$ cat config.mk
export PLATFORM = sky130hd
export DESIGN_NAME = gsim_row_fetch
export DESIGN_NICKNAME = d
export VERILOG_FILES = /design/src/logic/gsim_num_pkg.sv /design/src/logic/gsim_sched_pkg.sv /design/src/logic/gsim_row_fetch.sv
export SDC_FILE = /design/constraint.sdc
export NUM_CORES = 1
export LEC_CHECK = 0
export BUFFER_PORTS_ARGS = -buffer_cell sky130_fd_sc_hd__buf_4
export CORE_MARGIN = 2
export CORE_UTILIZATION = 30
export DETAILED_ROUTE_END_ITERATION = 8
export GPL_TIMING_DRIVEN = 0
export HOLD_SLACK_MARGIN = 0.05
export REMOVE_ABC_BUFFERS = 1
export SYNTH_ARGS = -nofsm -noshare
export SYNTH_HDL_FRONTEND = slang
export SYNTH_SLANG_ARGS = --single-unit
$ cat constraint.sdc
create_clock -name i_clk -period 10.1 [get_ports i_clk]
set_clock_uncertainty 0.15 [all_clocks]
set_input_delay 2.02 -clock i_clk [delete_from_list [all_inputs] [get_ports i_clk]]
set_output_delay 2.02 -clock i_clk [all_outputs]
set_load 0.02 [all_outputs]
$ cat src/logic/gsim_num_pkg.sv
// fixed-point formats; sat_x and sat_acc take a sign-extended 64-bit value and clamp it
`default_nettype none

package gsim_num_pkg;

	localparam int N_UNK      = 16; // unknowns per system
	localparam int COEF_W     = 16; // width of one memory lane
	localparam int RECIP_FRAC = 14; // recip diagonal is Q2.14
	localparam int X_FRAC     = 16; // x and residual are Q16.16

	typedef logic signed [COEF_W-1:0] coef_t;     // integer a_ij or b_i
	typedef logic signed [15:0]       recip_t;
	typedef logic signed [31:0]       x_t;
	typedef logic signed [47:0]       acc_t;
	typedef logic signed [63:0]       wide_t;     // headroom for sums and products
	typedef logic [N_UNK*COEF_W-1:0]  mem_word_t; // lane k at bits 16k upward

	localparam x_t   X_MAX   = 32'sh7fff_ffff;
	localparam x_t   X_MIN   = 32'sh8000_0000;
	localparam acc_t ACC_MAX = 48'sh7fff_ffff_ffff;
	localparam acc_t ACC_MIN = 48'sh8000_0000_0000;

	function automatic x_t sat_x(input wide_t v);
		if (v > wide_t'(X_MAX))
			return X_MAX;
		if (v < wide_t'(X_MIN))
			return X_MIN;
		return x_t'(v);
	endfunction

	function automatic acc_t sat_acc(input wide_t v);
		if (v > wide_t'(ACC_MAX))
			return ACC_MAX;
		if (v < wide_t'(ACC_MIN))
			return ACC_MIN;
		return acc_t'(v);
	endfunction

endpackage

`default_nettype wire

$ cat src/logic/gsim_sched_pkg.sv
// memory layout and schedule constants; FIFO_DEPTH must be a power of two
`default_nettype none

package gsim_sched_pkg;

	localparam int MAT_WORDS  = 18; // b, recip, then rows 0..15
	localparam int WORD_B     = 0;
	localparam int WORD_ROW0  = 2;
	localparam int ITER_COUNT = 16; // sweeps per matrix
	localparam int FIFO_DEPTH = 4;  // also the starting credit count

	typedef logic [9:0] mem_addr_t;
	typedef logic [8:0] x_addr_t;
	typedef logic [4:0] mat_idx_t;
	typedef logic [3:0] row_idx_t;
	typedef logic [$clog2(MAT_WORDS)-1:0]    word_idx_t;
	typedef logic [$clog2(ITER_COUNT)-1:0]   iter_idx_t;
	typedef logic [$clog2(FIFO_DEPTH)-1:0]   fifo_ptr_t;
	typedef logic [$clog2(FIFO_DEPTH+1)-1:0] credit_t;

	typedef enum logic [2:0] {
		S_IDLE,
		S_LOAD_B,
		S_LOAD_RECIP,
		S_ROW,
		S_ROW_WAIT,
		S_FINISH
	} seq_state_t;

endpackage

`default_nettype wire

$ cat src/logic/gsim_row_fetch.sv
// memory must return data in request order; i_matrix_num of zero is not supported
`default_nettype none

module gsim_row_fetch (
	input  logic                      i_clk,
	input  logic                      i_reset,
	input  logic                      i_start,
	input  gsim_sched_pkg::mat_idx_t  i_matrix_num,
	input  logic                      i_pop,
	input  logic                      i_mem_rrdy,
	input  gsim_num_pkg::mem_word_t   i_mem_dout,
	input  logic                      i_mem_dout_vld,
	output logic                      o_mem_rreq,
	output gsim_sched_pkg::mem_addr_t o_mem_addr,
	output gsim_num_pkg::mem_word_t   o_word,
	output logic                      o_word_vld
);

	logic                      fetch_act; // schedule still has words to request
	gsim_sched_pkg::mat_idx_t  f_mat;
	gsim_sched_pkg::word_idx_t f_word;
	gsim_sched_pkg::iter_idx_t f_iter;
	gsim_sched_pkg::credit_t   credit;
	gsim_sched_pkg::credit_t   fill;
	gsim_sched_pkg::fifo_ptr_t wr_ptr;
	gsim_sched_pkg::fifo_ptr_t rd_ptr;
	gsim_num_pkg::mem_word_t   fifo_mem [gsim_sched_pkg::FIFO_DEPTH];
	logic                      accept;

	assign o_mem_rreq = fetch_act && (credit != '0); // no credit, no request
	assign accept     = o_mem_rreq && i_mem_rrdy;
	assign o_mem_addr = gsim_sched_pkg::mem_addr_t'(f_mat)
		* gsim_sched_pkg::mem_addr_t'(gsim_sched_pkg::MAT_WORDS)
		+ gsim_sched_pkg::mem_addr_t'(f_word);

	// ------------------------------------------------------------------
	// schedule walk: b, recip, then rows 0..15 once per sweep
	// ------------------------------------------------------------------
	always_ff @(posedge i_clk or posedge i_reset) begin
		if (i_reset) begin
			fetch_act <= 1'b0;
			f_mat     <= '0;
			f_word    <= '0;
			f_iter    <= '0;
		end else if (i_start) begin
			fetch_act <= 1'b1;
			f_mat     <= '0;
			f_word    <= gsim_sched_pkg::word_idx_t'(gsim_sched_pkg::WORD_B);
			f_iter    <= '0;
		end else if (accept) begin
			if (f_word != gsim_sched_pkg::word_idx_t'(gsim_sched_pkg::MAT_WORDS - 1)) begin
				f_word <= f_word + 1'b1;
			end else if (f_iter != gsim_sched_pkg::iter_idx_t'(gsim_sched_pkg::ITER_COUNT - 1)) begin
				f_iter <= f_iter + 1'b1;
				f_word <= gsim_sched_pkg::word_idx_t'(gsim_sched_pkg::WORD_ROW0); // rows again
			end else begin
				f_iter <= '0;
				f_word <= gsim_sched_pkg::word_idx_t'(gsim_sched_pkg::WORD_B);
				f_mat  <= f_mat + 1'b1;
				if (f_mat == i_matrix_num - 1'b1)
					fetch_act <= 1'b0; // last word of last matrix
			end
		end
	end

	// credits and word FIFO
	always_ff @(posedge i_clk or posedge i_reset) begin
		if (i_reset) begin
			credit <= '0;
			fill   <= '0;
			wr_ptr <= '0;
			rd_ptr <= '0;
		end else if (i_start) begin
			credit <= gsim_sched_pkg::credit_t'(gsim_sched_pkg::FIFO_DEPTH);
			fill   <= '0;
			wr_ptr <= '0;
			rd_ptr <= '0;
		end else begin
			credit <= credit - gsim_sched_pkg::credit_t'(accept) + gsim_sched_pkg::credit_t'(i_pop);
			fill   <= fill + gsim_sched_pkg::credit_t'(i_mem_dout_vld)
				- gsim_sched_pkg::credit_t'(i_pop);
			if (i_mem_dout_vld)
				wr_ptr <= wr_ptr + 1'b1;
			if (i_pop)
				rd_ptr <= rd_ptr + 1'b1; // pointers wrap at depth
		end
	end

	always_ff @(posedge i_clk) begin
		if (i_mem_dout_vld)
			fifo_mem[wr_ptr] <= i_mem_dout;
	end

	assign o_word     = fifo_mem[rd_ptr];
	assign o_word_vld = (fill != '0);

	// credits in hand plus words held plus words in flight stay at FIFO_DEPTH
	a_credit_range: assert property (@(posedge i_clk) disable iff (i_reset)
		credit <= gsim_sched_pkg::FIFO_DEPTH);
	a_no_overflow: assert property (@(posedge i_clk) disable iff (i_reset)
		i_mem_dout_vld |-> (fill != gsim_sched_pkg::credit_t'(gsim_sched_pkg::FIFO_DEPTH)));

endmodule

`default_nettype wire

; ---- Word level (Yosys, flattened, before mapping)
; Memory sizes are Yosys's and may differ from the RTL's.
; Index checks and enable logic that the tools add are counted.
[word_totals]
regBits = 25
mem_count = 1
ram_bits = 1024
[mem_list]
columns = name, words, word_bits, rd, rd_clocked_by_memory_dff, wr, line_no
row1 = fifo_mem, 4, 256, 1, 0, 1, gsim_row_fetch.sv:27  ; gsim_num_pkg::mem_word_t fifo_mem [gsim_sched_pkg::FIFO_DEPTH];
[classes]
n_mux = 25
reduce_logical = 11
mul = 1
add_sub_neg = 11
eq_ne = 5
[ops]
columns = cell, n
row1 = $mux W5, 7
row2 = $mux W4, 4
row3 = $add A10 B5 Y10, 1
row4 = $add A5 B1 Y5 const B, 2
row5 = $mux W2, 5
row6 = $mul A5 B4 Y9 const B, 1
row7 = $reduce_bool A2 Y1, 4
row8 = $mux W1, 7
row9 = $add A3 B1 Y3, 2
row10 = $mux W3, 2
row11 = $reduce_bool A3 Y1, 2
row12 = $sub A3 B1 Y3, 2
row13 = $eq A5 B5 Y1, 1
row14 = $ne A5 B5 Y1 const B, 1
row15 = $sub A5 B1 Y5 const B, 1
row16 = $add A2 B1 Y2 const B, 2
row17 = $add A4 B1 Y4 const B, 1
row18 = $ne A2 B2 Y1 const B, 2
row19 = $ne A4 B4 Y1 const B, 1
row20 = $reduce_and A4 Y1, 1
row21 = $reduce_and A3 Y1, 1
row22 = $logic_and A1 B1 Y1, 2
row23 = $reduce_and A2 Y1, 1

; ---- Longest topological paths before layout
; Gate-level depths: netlist (run 1).
[depth]
depth_word = 7
depth_mapped = 9
depth_no_buf = 9

; ---- Worst setup path before layout (run 1)
; Ideal clock, no wire load.
[synth_timing]
path_type = in2reg
startpoint = input i_mem_dout_vld
endpoint = memory fifo_mem[0][0] in the netlist's numbering (enable)
arrival_ps = 7806
slack_ps = 1496
required_ps = 9302
cell_stages = 1
path_cell_list = and2_1
[synth_via]
elab_chain_len = 2
[synth_lines]
columns = item, line_no
row1 = start: declaration, gsim_row_fetch.sv:12  ; input logic i_mem_dout_vld,
row2 = $mux W1, gsim_row_fetch.sv:90  ; if (i_mem_dout_vld)
row3 = $mux W1 (not written as such), gsim_row_fetch.sv:91  ; fifo_mem[wr_ptr] <= i_mem_dout;
row4 = end: declaration, gsim_row_fetch.sv:27
; Every way passes these cells.

; ---- Worst setup path in the final report (run 1)
[layout_timing]
startpoint = register rd_ptr[0]
endpoint = output o_word[112]
[layout_via]
elab_chain_len = 1
[layout_lines]
columns = item, line_no
row1 = start: declaration, gsim_row_fetch.sv:26  ; gsim_sched_pkg::fifo_ptr_t rd_ptr;
row2 = start signal: assignment, gsim_row_fetch.sv:85  ; rd_ptr <= rd_ptr + 1'b1;
row3 = $mem_v2 Z4 W256, -
row4 = end: declaration, gsim_row_fetch.sv:15  ; output gsim_num_pkg::mem_word_t o_word,
; Every way passes these cells.

==> impl_metrics.csv, run 1 <==
group,metric,value,unit
floorplanning,die_w,363,µm
timing,slew_viol_final,0,
worst_setup_path,rrSetupSlack,7360,ps
finish,drive_above_1_share,44.4,%
worst_setup_path,crit_path_end_kind,"output port",
finish,layout_commonest_cell,"edfxtp_1",
synthesis,syn_inst,1524,
routing,drtPass1Iterations,5,
routing,num_vias,18000,
placed_design,gp_congestion,0.732,
timing,rsz0062_at_grt,"false",
placed_design,post-dp-hpwl,54.4,mm
timing,hold_slack,419,ps
synthesis,ys_ff_latch,1049,
global_routing,grt_pass1_vias,19400,
synthesis,syn_area,0.0386,mm²
clock_tree,post_cts_buffers,0,
routing,drt-wirelength-per-cell,21.7,µm
timing,fin_crit_sh,53.1,%
worst_setup_path,worstSetupPathType,"reg2out",
routing,postRouteAntennaNets,0,
clock_tree,clk-insertion-delay-late,730,ps
floorplanning,coreArea,0.128,mm²
clock_tree,h-tree-depth,3,
floorplanning,die_h,363,µm
timing,relSlewSlack,36.3,%
synthesis,yosysWarningCount,0,
synthesis,synth.distinct_cells,46,
pwr,vdd.ir_drop.worst,149,µV
synthesis,synth_top_area_share,79.6,%
timing,setup_slack,4730,ps
run_status,status,"finished, final reports clean",
finish,final_nets,2429,
pwr,p_clk_share,38.4,%
routing,vias_per_cell,4.61,
pwr,p_leak,16.3,nW
pwr,p_int,7.84,mW
timing,final.min_clock_period,5370,ps
synthesis,synth-edff-count,1024,
floorplanning,fp-row-count,131,
clock_tree,cts_hold_buf,0,
pwr,power_switching,2.41,mW
pwr,finalPower,10.2,mW
floorplanning,start_util,30.3,%
synthesis,yosysTopAreaCell,"edfxtp_1",
routing,drc_errors,0,
worst_setup_path,critPathLaunchType,"flip-flop",
timing,fmax,186,MHz
routing,drt-initial-drc-count,1373,
clock_tree,cts_buffers,110,
global_routing,grt_pass1_wl,125,mm
clock_tree,cts_root_buf,"clkbuf_16",
synthesis,synth_area_per_cell,25.4,µm²
finish,area_growth,26.4,%
min_path,min_path_type,"reg2reg",
synthesis,async_flop_share,2.38,%
pwr,p_comb_share,12.2,%
placed_design,place.port_buffers,534,
global_routing,grt.overflow.total,0,
pwr,switching_share,23.5,%
clock_tree,cts_resized,0,
clock_tree,clock-sinks,1049,
worst_setup_path,cp_data_required_time,7930,ps
global_routing,grt_util_all_layers,12.7,%
worst_setup_path,critPathMaxFanout,40,
routing,routed_wl,84.4,mm
placed_design,post-place-ws,5340,ps
pwr,p_seq_share,49.4,%
timing,tightestPinTransition,954,ps
global_routing,antenna_found_initial,10,
synthesis,synth_area_leaders,"edfxtp_1, mux4_2, dfrtp_1",
pwr,p_per_area,210,mW/mm²
timing,setup-violations-final,0,
clock_tree,cts_tree,"yes",
floorplanning,dieArea,0.132,mm²
floorplanning,ios,535,
clock_tree,clkSlewWorstSetupHoldPaths,60,ps
synthesis,yosysSeqAreaShare,81.2,%
worst_setup_path,critPathArrivalTime,3200,ps
finish,final_cell_mix,"edfxtp_1, buf_4, mux4_2",
synthesis,synthFlopType,"edfxtp_1",
clock_tree,clockBufferDepth,3,
run,drv_cap,0,
timing,hold_viol,0,
global_routing,grt_max_degree,62,
[registers in the layout (all words and copies together), names as in the netlist]
register,count
f_iter,4
wr_ptr,2
f_word,5
f_mat,5
credit,3
fifo_mem,1024
fetch_act,1
rd_ptr,2
fill,3
[stage by stage]
step	setup TNS [ps]	std cells	util [%]	area [µm²]
after floorplan	-716830	1460	-	38300
after global placement	-5882440	3656	34.8	44400
after detailed placement	0	3687	35.5	45300
after CTS	0	3889	38.2	48800
after global routing	0	3893	38.2	48800
final	0	3894	38.2	48800
[final cells by class]
class / instances / area [µm²]
Fill cell: 11400 / 78800
Tap cell: 1662 / 2080
Multi-Input combinational cell: 395 / 6890
Clock inverter: 66 / 653
Timing Repair Buffer: 565 / 4860
Antenna cell: 5 / 12.5
Inverter: 16 / 60.1
Sequential cell: 1049 / 31400
Clock buffer: 136 / 2890
[kinds of logic after synthesis]
logic type	Yosys count	share of synthesized area (%)
AND/OR/NAND/NOR	60	0.839
flip-flops	1049	81.2
XOR/XNOR	26	0.589
buffers and inverters	80	0.978
multiplexers	260	15.0
adder cells (fa/ha/maj)	25	0.887
AO/OA/AOI/OAI	24	0.470
[cell usage after synthesis, types with 3 or more instances]
| cell | instances |
|---|---|
| clkbuf_1 | 7 |
| ha_1 | 21 |
| buf_1 | 16 |
| mux4_2 | 256 |
| and2_1 | 4 |
| edfxtp_1 | 1024 |
| a21oi_1 | 7 |
| nand3_1 | 6 |
| nor4_1 | 3 |
| buf_4 | 8 |
| dfrtp_1 | 25 |
| nor2_1 | 19 |
| xnor2_1 | 15 |
| nor2b_1 | 4 |
| inv_1 | 15 |
| mux2i_1 | 3 |
| buf_2 | 32 |
| nand4_1 | 3 |
| nand2_1 | 9 |
| fa_1 | 4 |
| nor3_1 | 3 |
| a31oi_1 | 3 |
| xor2_1 | 11 |
[worst max-delay path, cell delays in order, from the launching register on]
cell and delay [ps]:
dfrtp_4 920, buf_16 380, buf_16 310, mux4_2 560, buf_4 180
[path summary, 6_finish.rpt]
path                            from           to  cells after the start
setup / recovery           rd_ptr[0]  o_word[112]                      4
hold / removal             f_word[4]    f_word[4]                      1
setup reg to reg           credit[1]    credit[2]                      9
hold reg to reg            f_word[4]    f_word[4]                      1
max in group asynchronous    i_reset    rd_ptr[1]                      2
min in group asynchronous    i_reset    credit[2]                      2
[routing by layer]
layer | GRT usage, % | up-vias | routed length (µm)
li1 | - | 7767 | -
met1 | 14.6 | 9534 | 31800
met2 | 21.9 | 528 | 43600
met3 | 4.49 | 131 | 6860
met4 | 4.71 | 8 | 2110
met5 | 0 | - | 55
[power by group through the flow]
stage / clock network, mW / logic [mW] / registers, mW
2_1_floorplan: 0 / 0.705 / 5.25
3_5_place_dp: 0 / 1.28 / 5.16
4_1_cts: 4.07 / 1.28 / 5.07
3_3_place_gp: 0 / 1.35 / 5.34
6_report: 3.94 / 1.25 / 5.06
5_1_grt: 4.23 / 1.33 / 5.08
Note: power is estimated with default switching activity, not from simulation.
==> inputs of run 2 (changes only) <==
- clock period: 10.1 -> 4.4 ns (I/O delays scaled with it)
==> run 2 against run 1 <==
  * Final cell count about the same
  * Cell area barely moved
  * Sequential cell count did not move
  * Non-clock buffer count increased by 1
  * Worst setup slack worse by 4400 ps
  * Utilization is essentially flat
  * Wire length increased by 0.67%
  * Count of clock-buffer cells in the layout stayed put
  * Global-route usage rose by 0.063 points
  * First-iteration DRC count is 2.1% lower
  * Critical path type unchanged
  * Highest routed layer unchanged
  * Largest power group unchanged
  * Largest cell class unchanged
==> impl_metrics.csv, run 2 (synthesis gave the netlist of run 1 again) <==
group,metric,value,unit
floorplanning,die_w,363,µm
clock_tree,clk-insertion-delay-late,730,ps
worst_setup_path,worstSetupPathType,"reg2out",
clock_tree,cts_root_buf,"clkbuf_16",
worst_setup_path,critPathBufInv,3,
clock_tree,clock-sinks,1049,
placed_design,gp_congestion,0.732,
timing,fmax,244,MHz
finish,top_regs,"fifo_mem (1024), f_mat (5), f_word (5)",
floorplanning,dieArea,0.132,mm²
pwr,p_per_area,482,mW/mm²
finish,largest_reg_flops,1024,
worst_setup_path,critPathLaunchType,"flip-flop",
placed_design,post-dp-hpwl,54.4,mm
global_routing,grt_util_all_layers,12.8,%
timing,rsz0062_at_grt,"false",
worst_setup_path,crit_family,"buffers and inverters",
worst_setup_path,crit_path_end_kind,"output port",
pwr,finalPower,23.5,mW
clock_tree,clkSlewWorstSetupHoldPaths,60,ps
run_status,status,"finished, final reports clean",
timing,fin_crit_sh,93.1,%
min_path,min_path_type,"in2reg",
timing,hold_viol,0,
clock_tree,cts_buffers,110,
worst_setup_path,cp_slowest_cell,"dfrtp_4",
worst_setup_path,cp_data_required_time,3370,ps
timing,slew_viol_final,0,
worst_setup_path,cp_cell_sequence,"buf_16, buf_16, mux4_2, buf_4",
finish,layout_commonest_cell,"edfxtp_1",
timing,tightestPinTransition,956,ps
worst_setup_path,cp_common_cell,"buf_16",
global_routing,grt_pass1_vias,19400,
clock_tree,cts_tree,"yes",
routing,drc_errors,0,
clock_tree,cts_hold_buf,0,
routing,drt-initial-drc-count,1344,
finish,final_cell_mix,"edfxtp_1, buf_4, mux4_2",
clock_tree,h-tree-depth,3,
timing,fin_setup_tns,0,ps
finish,drive_above_1_share,44.4,%
routing,routed_wl,85.0,mm
global_routing,grt_pass1_wl,125,mm
routing,drtPass1Iterations,8,
pwr,vdd.ir_drop.worst,342,µV
finish,area_growth,26.5,%
floorplanning,coreArea,0.128,mm²
floorplanning,fp-row-count,131,
run,drv_cap,0,
floorplanning,die_h,363,µm
timing,relSlewSlack,36.2,%
routing,drt-wirelength-per-cell,21.8,µm
clock_tree,clockBufferDepth,3,
global_routing,grt_max_degree,62,
timing,final.min_clock_period,4100,ps
floorplanning,start_util,30.3,%
routing,num_vias,17900,
routing,postRouteAntennaNets,0,
worst_setup_path,cp_slowest_stage_delay,800,ps
finish,regMostFlops,"fifo_mem",
floorplanning,ios,535,
placed_design,placed_area,0.0453,mm²
global_routing,grt.overflow.total,0,
routing,vias_per_cell,4.60,
timing,setup-violations-final,0,
pwr,p_leak,16.4,nW
placed_design,place.port_buffers,534,
finish,final_nets,2430,
worst_setup_path,critPathArrivalTime,3070,ps
finish,fin_area,0.0489,mm²
global_routing,antenna_found_initial,10,
worst_setup_path,critPathMaxFanout,40,
run 2: cell types whose count changed in the layout (fill, tap and decap cells not counted), sizes merged:
cell   before  now
diode       5    6
buf       565  566
run 2: what timing repair did:
| action | 4_1_cts | 5_1_grt |
|---|---|---|
| endpoints found under the setup margin | 79 | 0 |
| setup buffers | 1 | 0 |
| gates resized for setup | 0 | 0 |
run 2: routing by layer:
layer | track usage [%] | share of wire, % | vias to the layer above
li1 | - | - | 7771
met1 | 14.7 | 38 | 9484
met2 | 22.0 | 51 | 529
met3 | 4.49 | 8.4 | 132
met4 | 4.71 | 2.5 | 8
met5 | 0 | 0.065 | -
run 2: metrics by stage:
step | setup slack, ps | std cells | util (%) | hold slack (ps)
after floorplan | -7360 | 1460 | - | 335
after global placement | -12670 | 3656 | 34.8 | 386
after detailed placement | 781 | 3687 | 35.5 | 421
after CTS | 100 | 3890 | 38.3 | 110
after global routing | 46.5 | 3894 | 38.3 | 146
final | 303 | 3896 | 38.3 | 202
run 2: worst paths after layout:
check | to | depth (start not counted) | startpoint | slack [ps]
worst max-delay path | o_word[112] | 4 | rd_ptr[0] | 300
worst min-delay path | fifo_mem[2][32] | 1 | i_mem_dout[32] | 200
worst max register to register | credit[2] | 9 | credit[1] | 1640
worst min register to register | f_iter[1] | 2 | f_iter[1] | 420
max in group asynchronous | rd_ptr[1] | 2 | i_reset | 3190
min in group asynchronous | credit[2] | 2 | i_reset | 220
run 2: power breakdown:
part | switching, mW | internal (mW)
sequential | 0.138 | 11.5
clock | 3.83 | 5.21
combinational | 1.57 | 1.31
total | 5.54 | 18.0
run 2: area by class of cell:
type | instances | area (µm²)
Sequential cell | 1049 | 31400
Timing Repair Buffer | 566 | 4880
Clock inverter | 66 | 653
Multi-Input combinational cell | 395 | 6890
Antenna cell | 6 | 15.0
Inverter | 16 | 60.1
Tap cell | 1662 | 2080
Fill cell | 11400 | 78800
Clock buffer | 136 | 2890
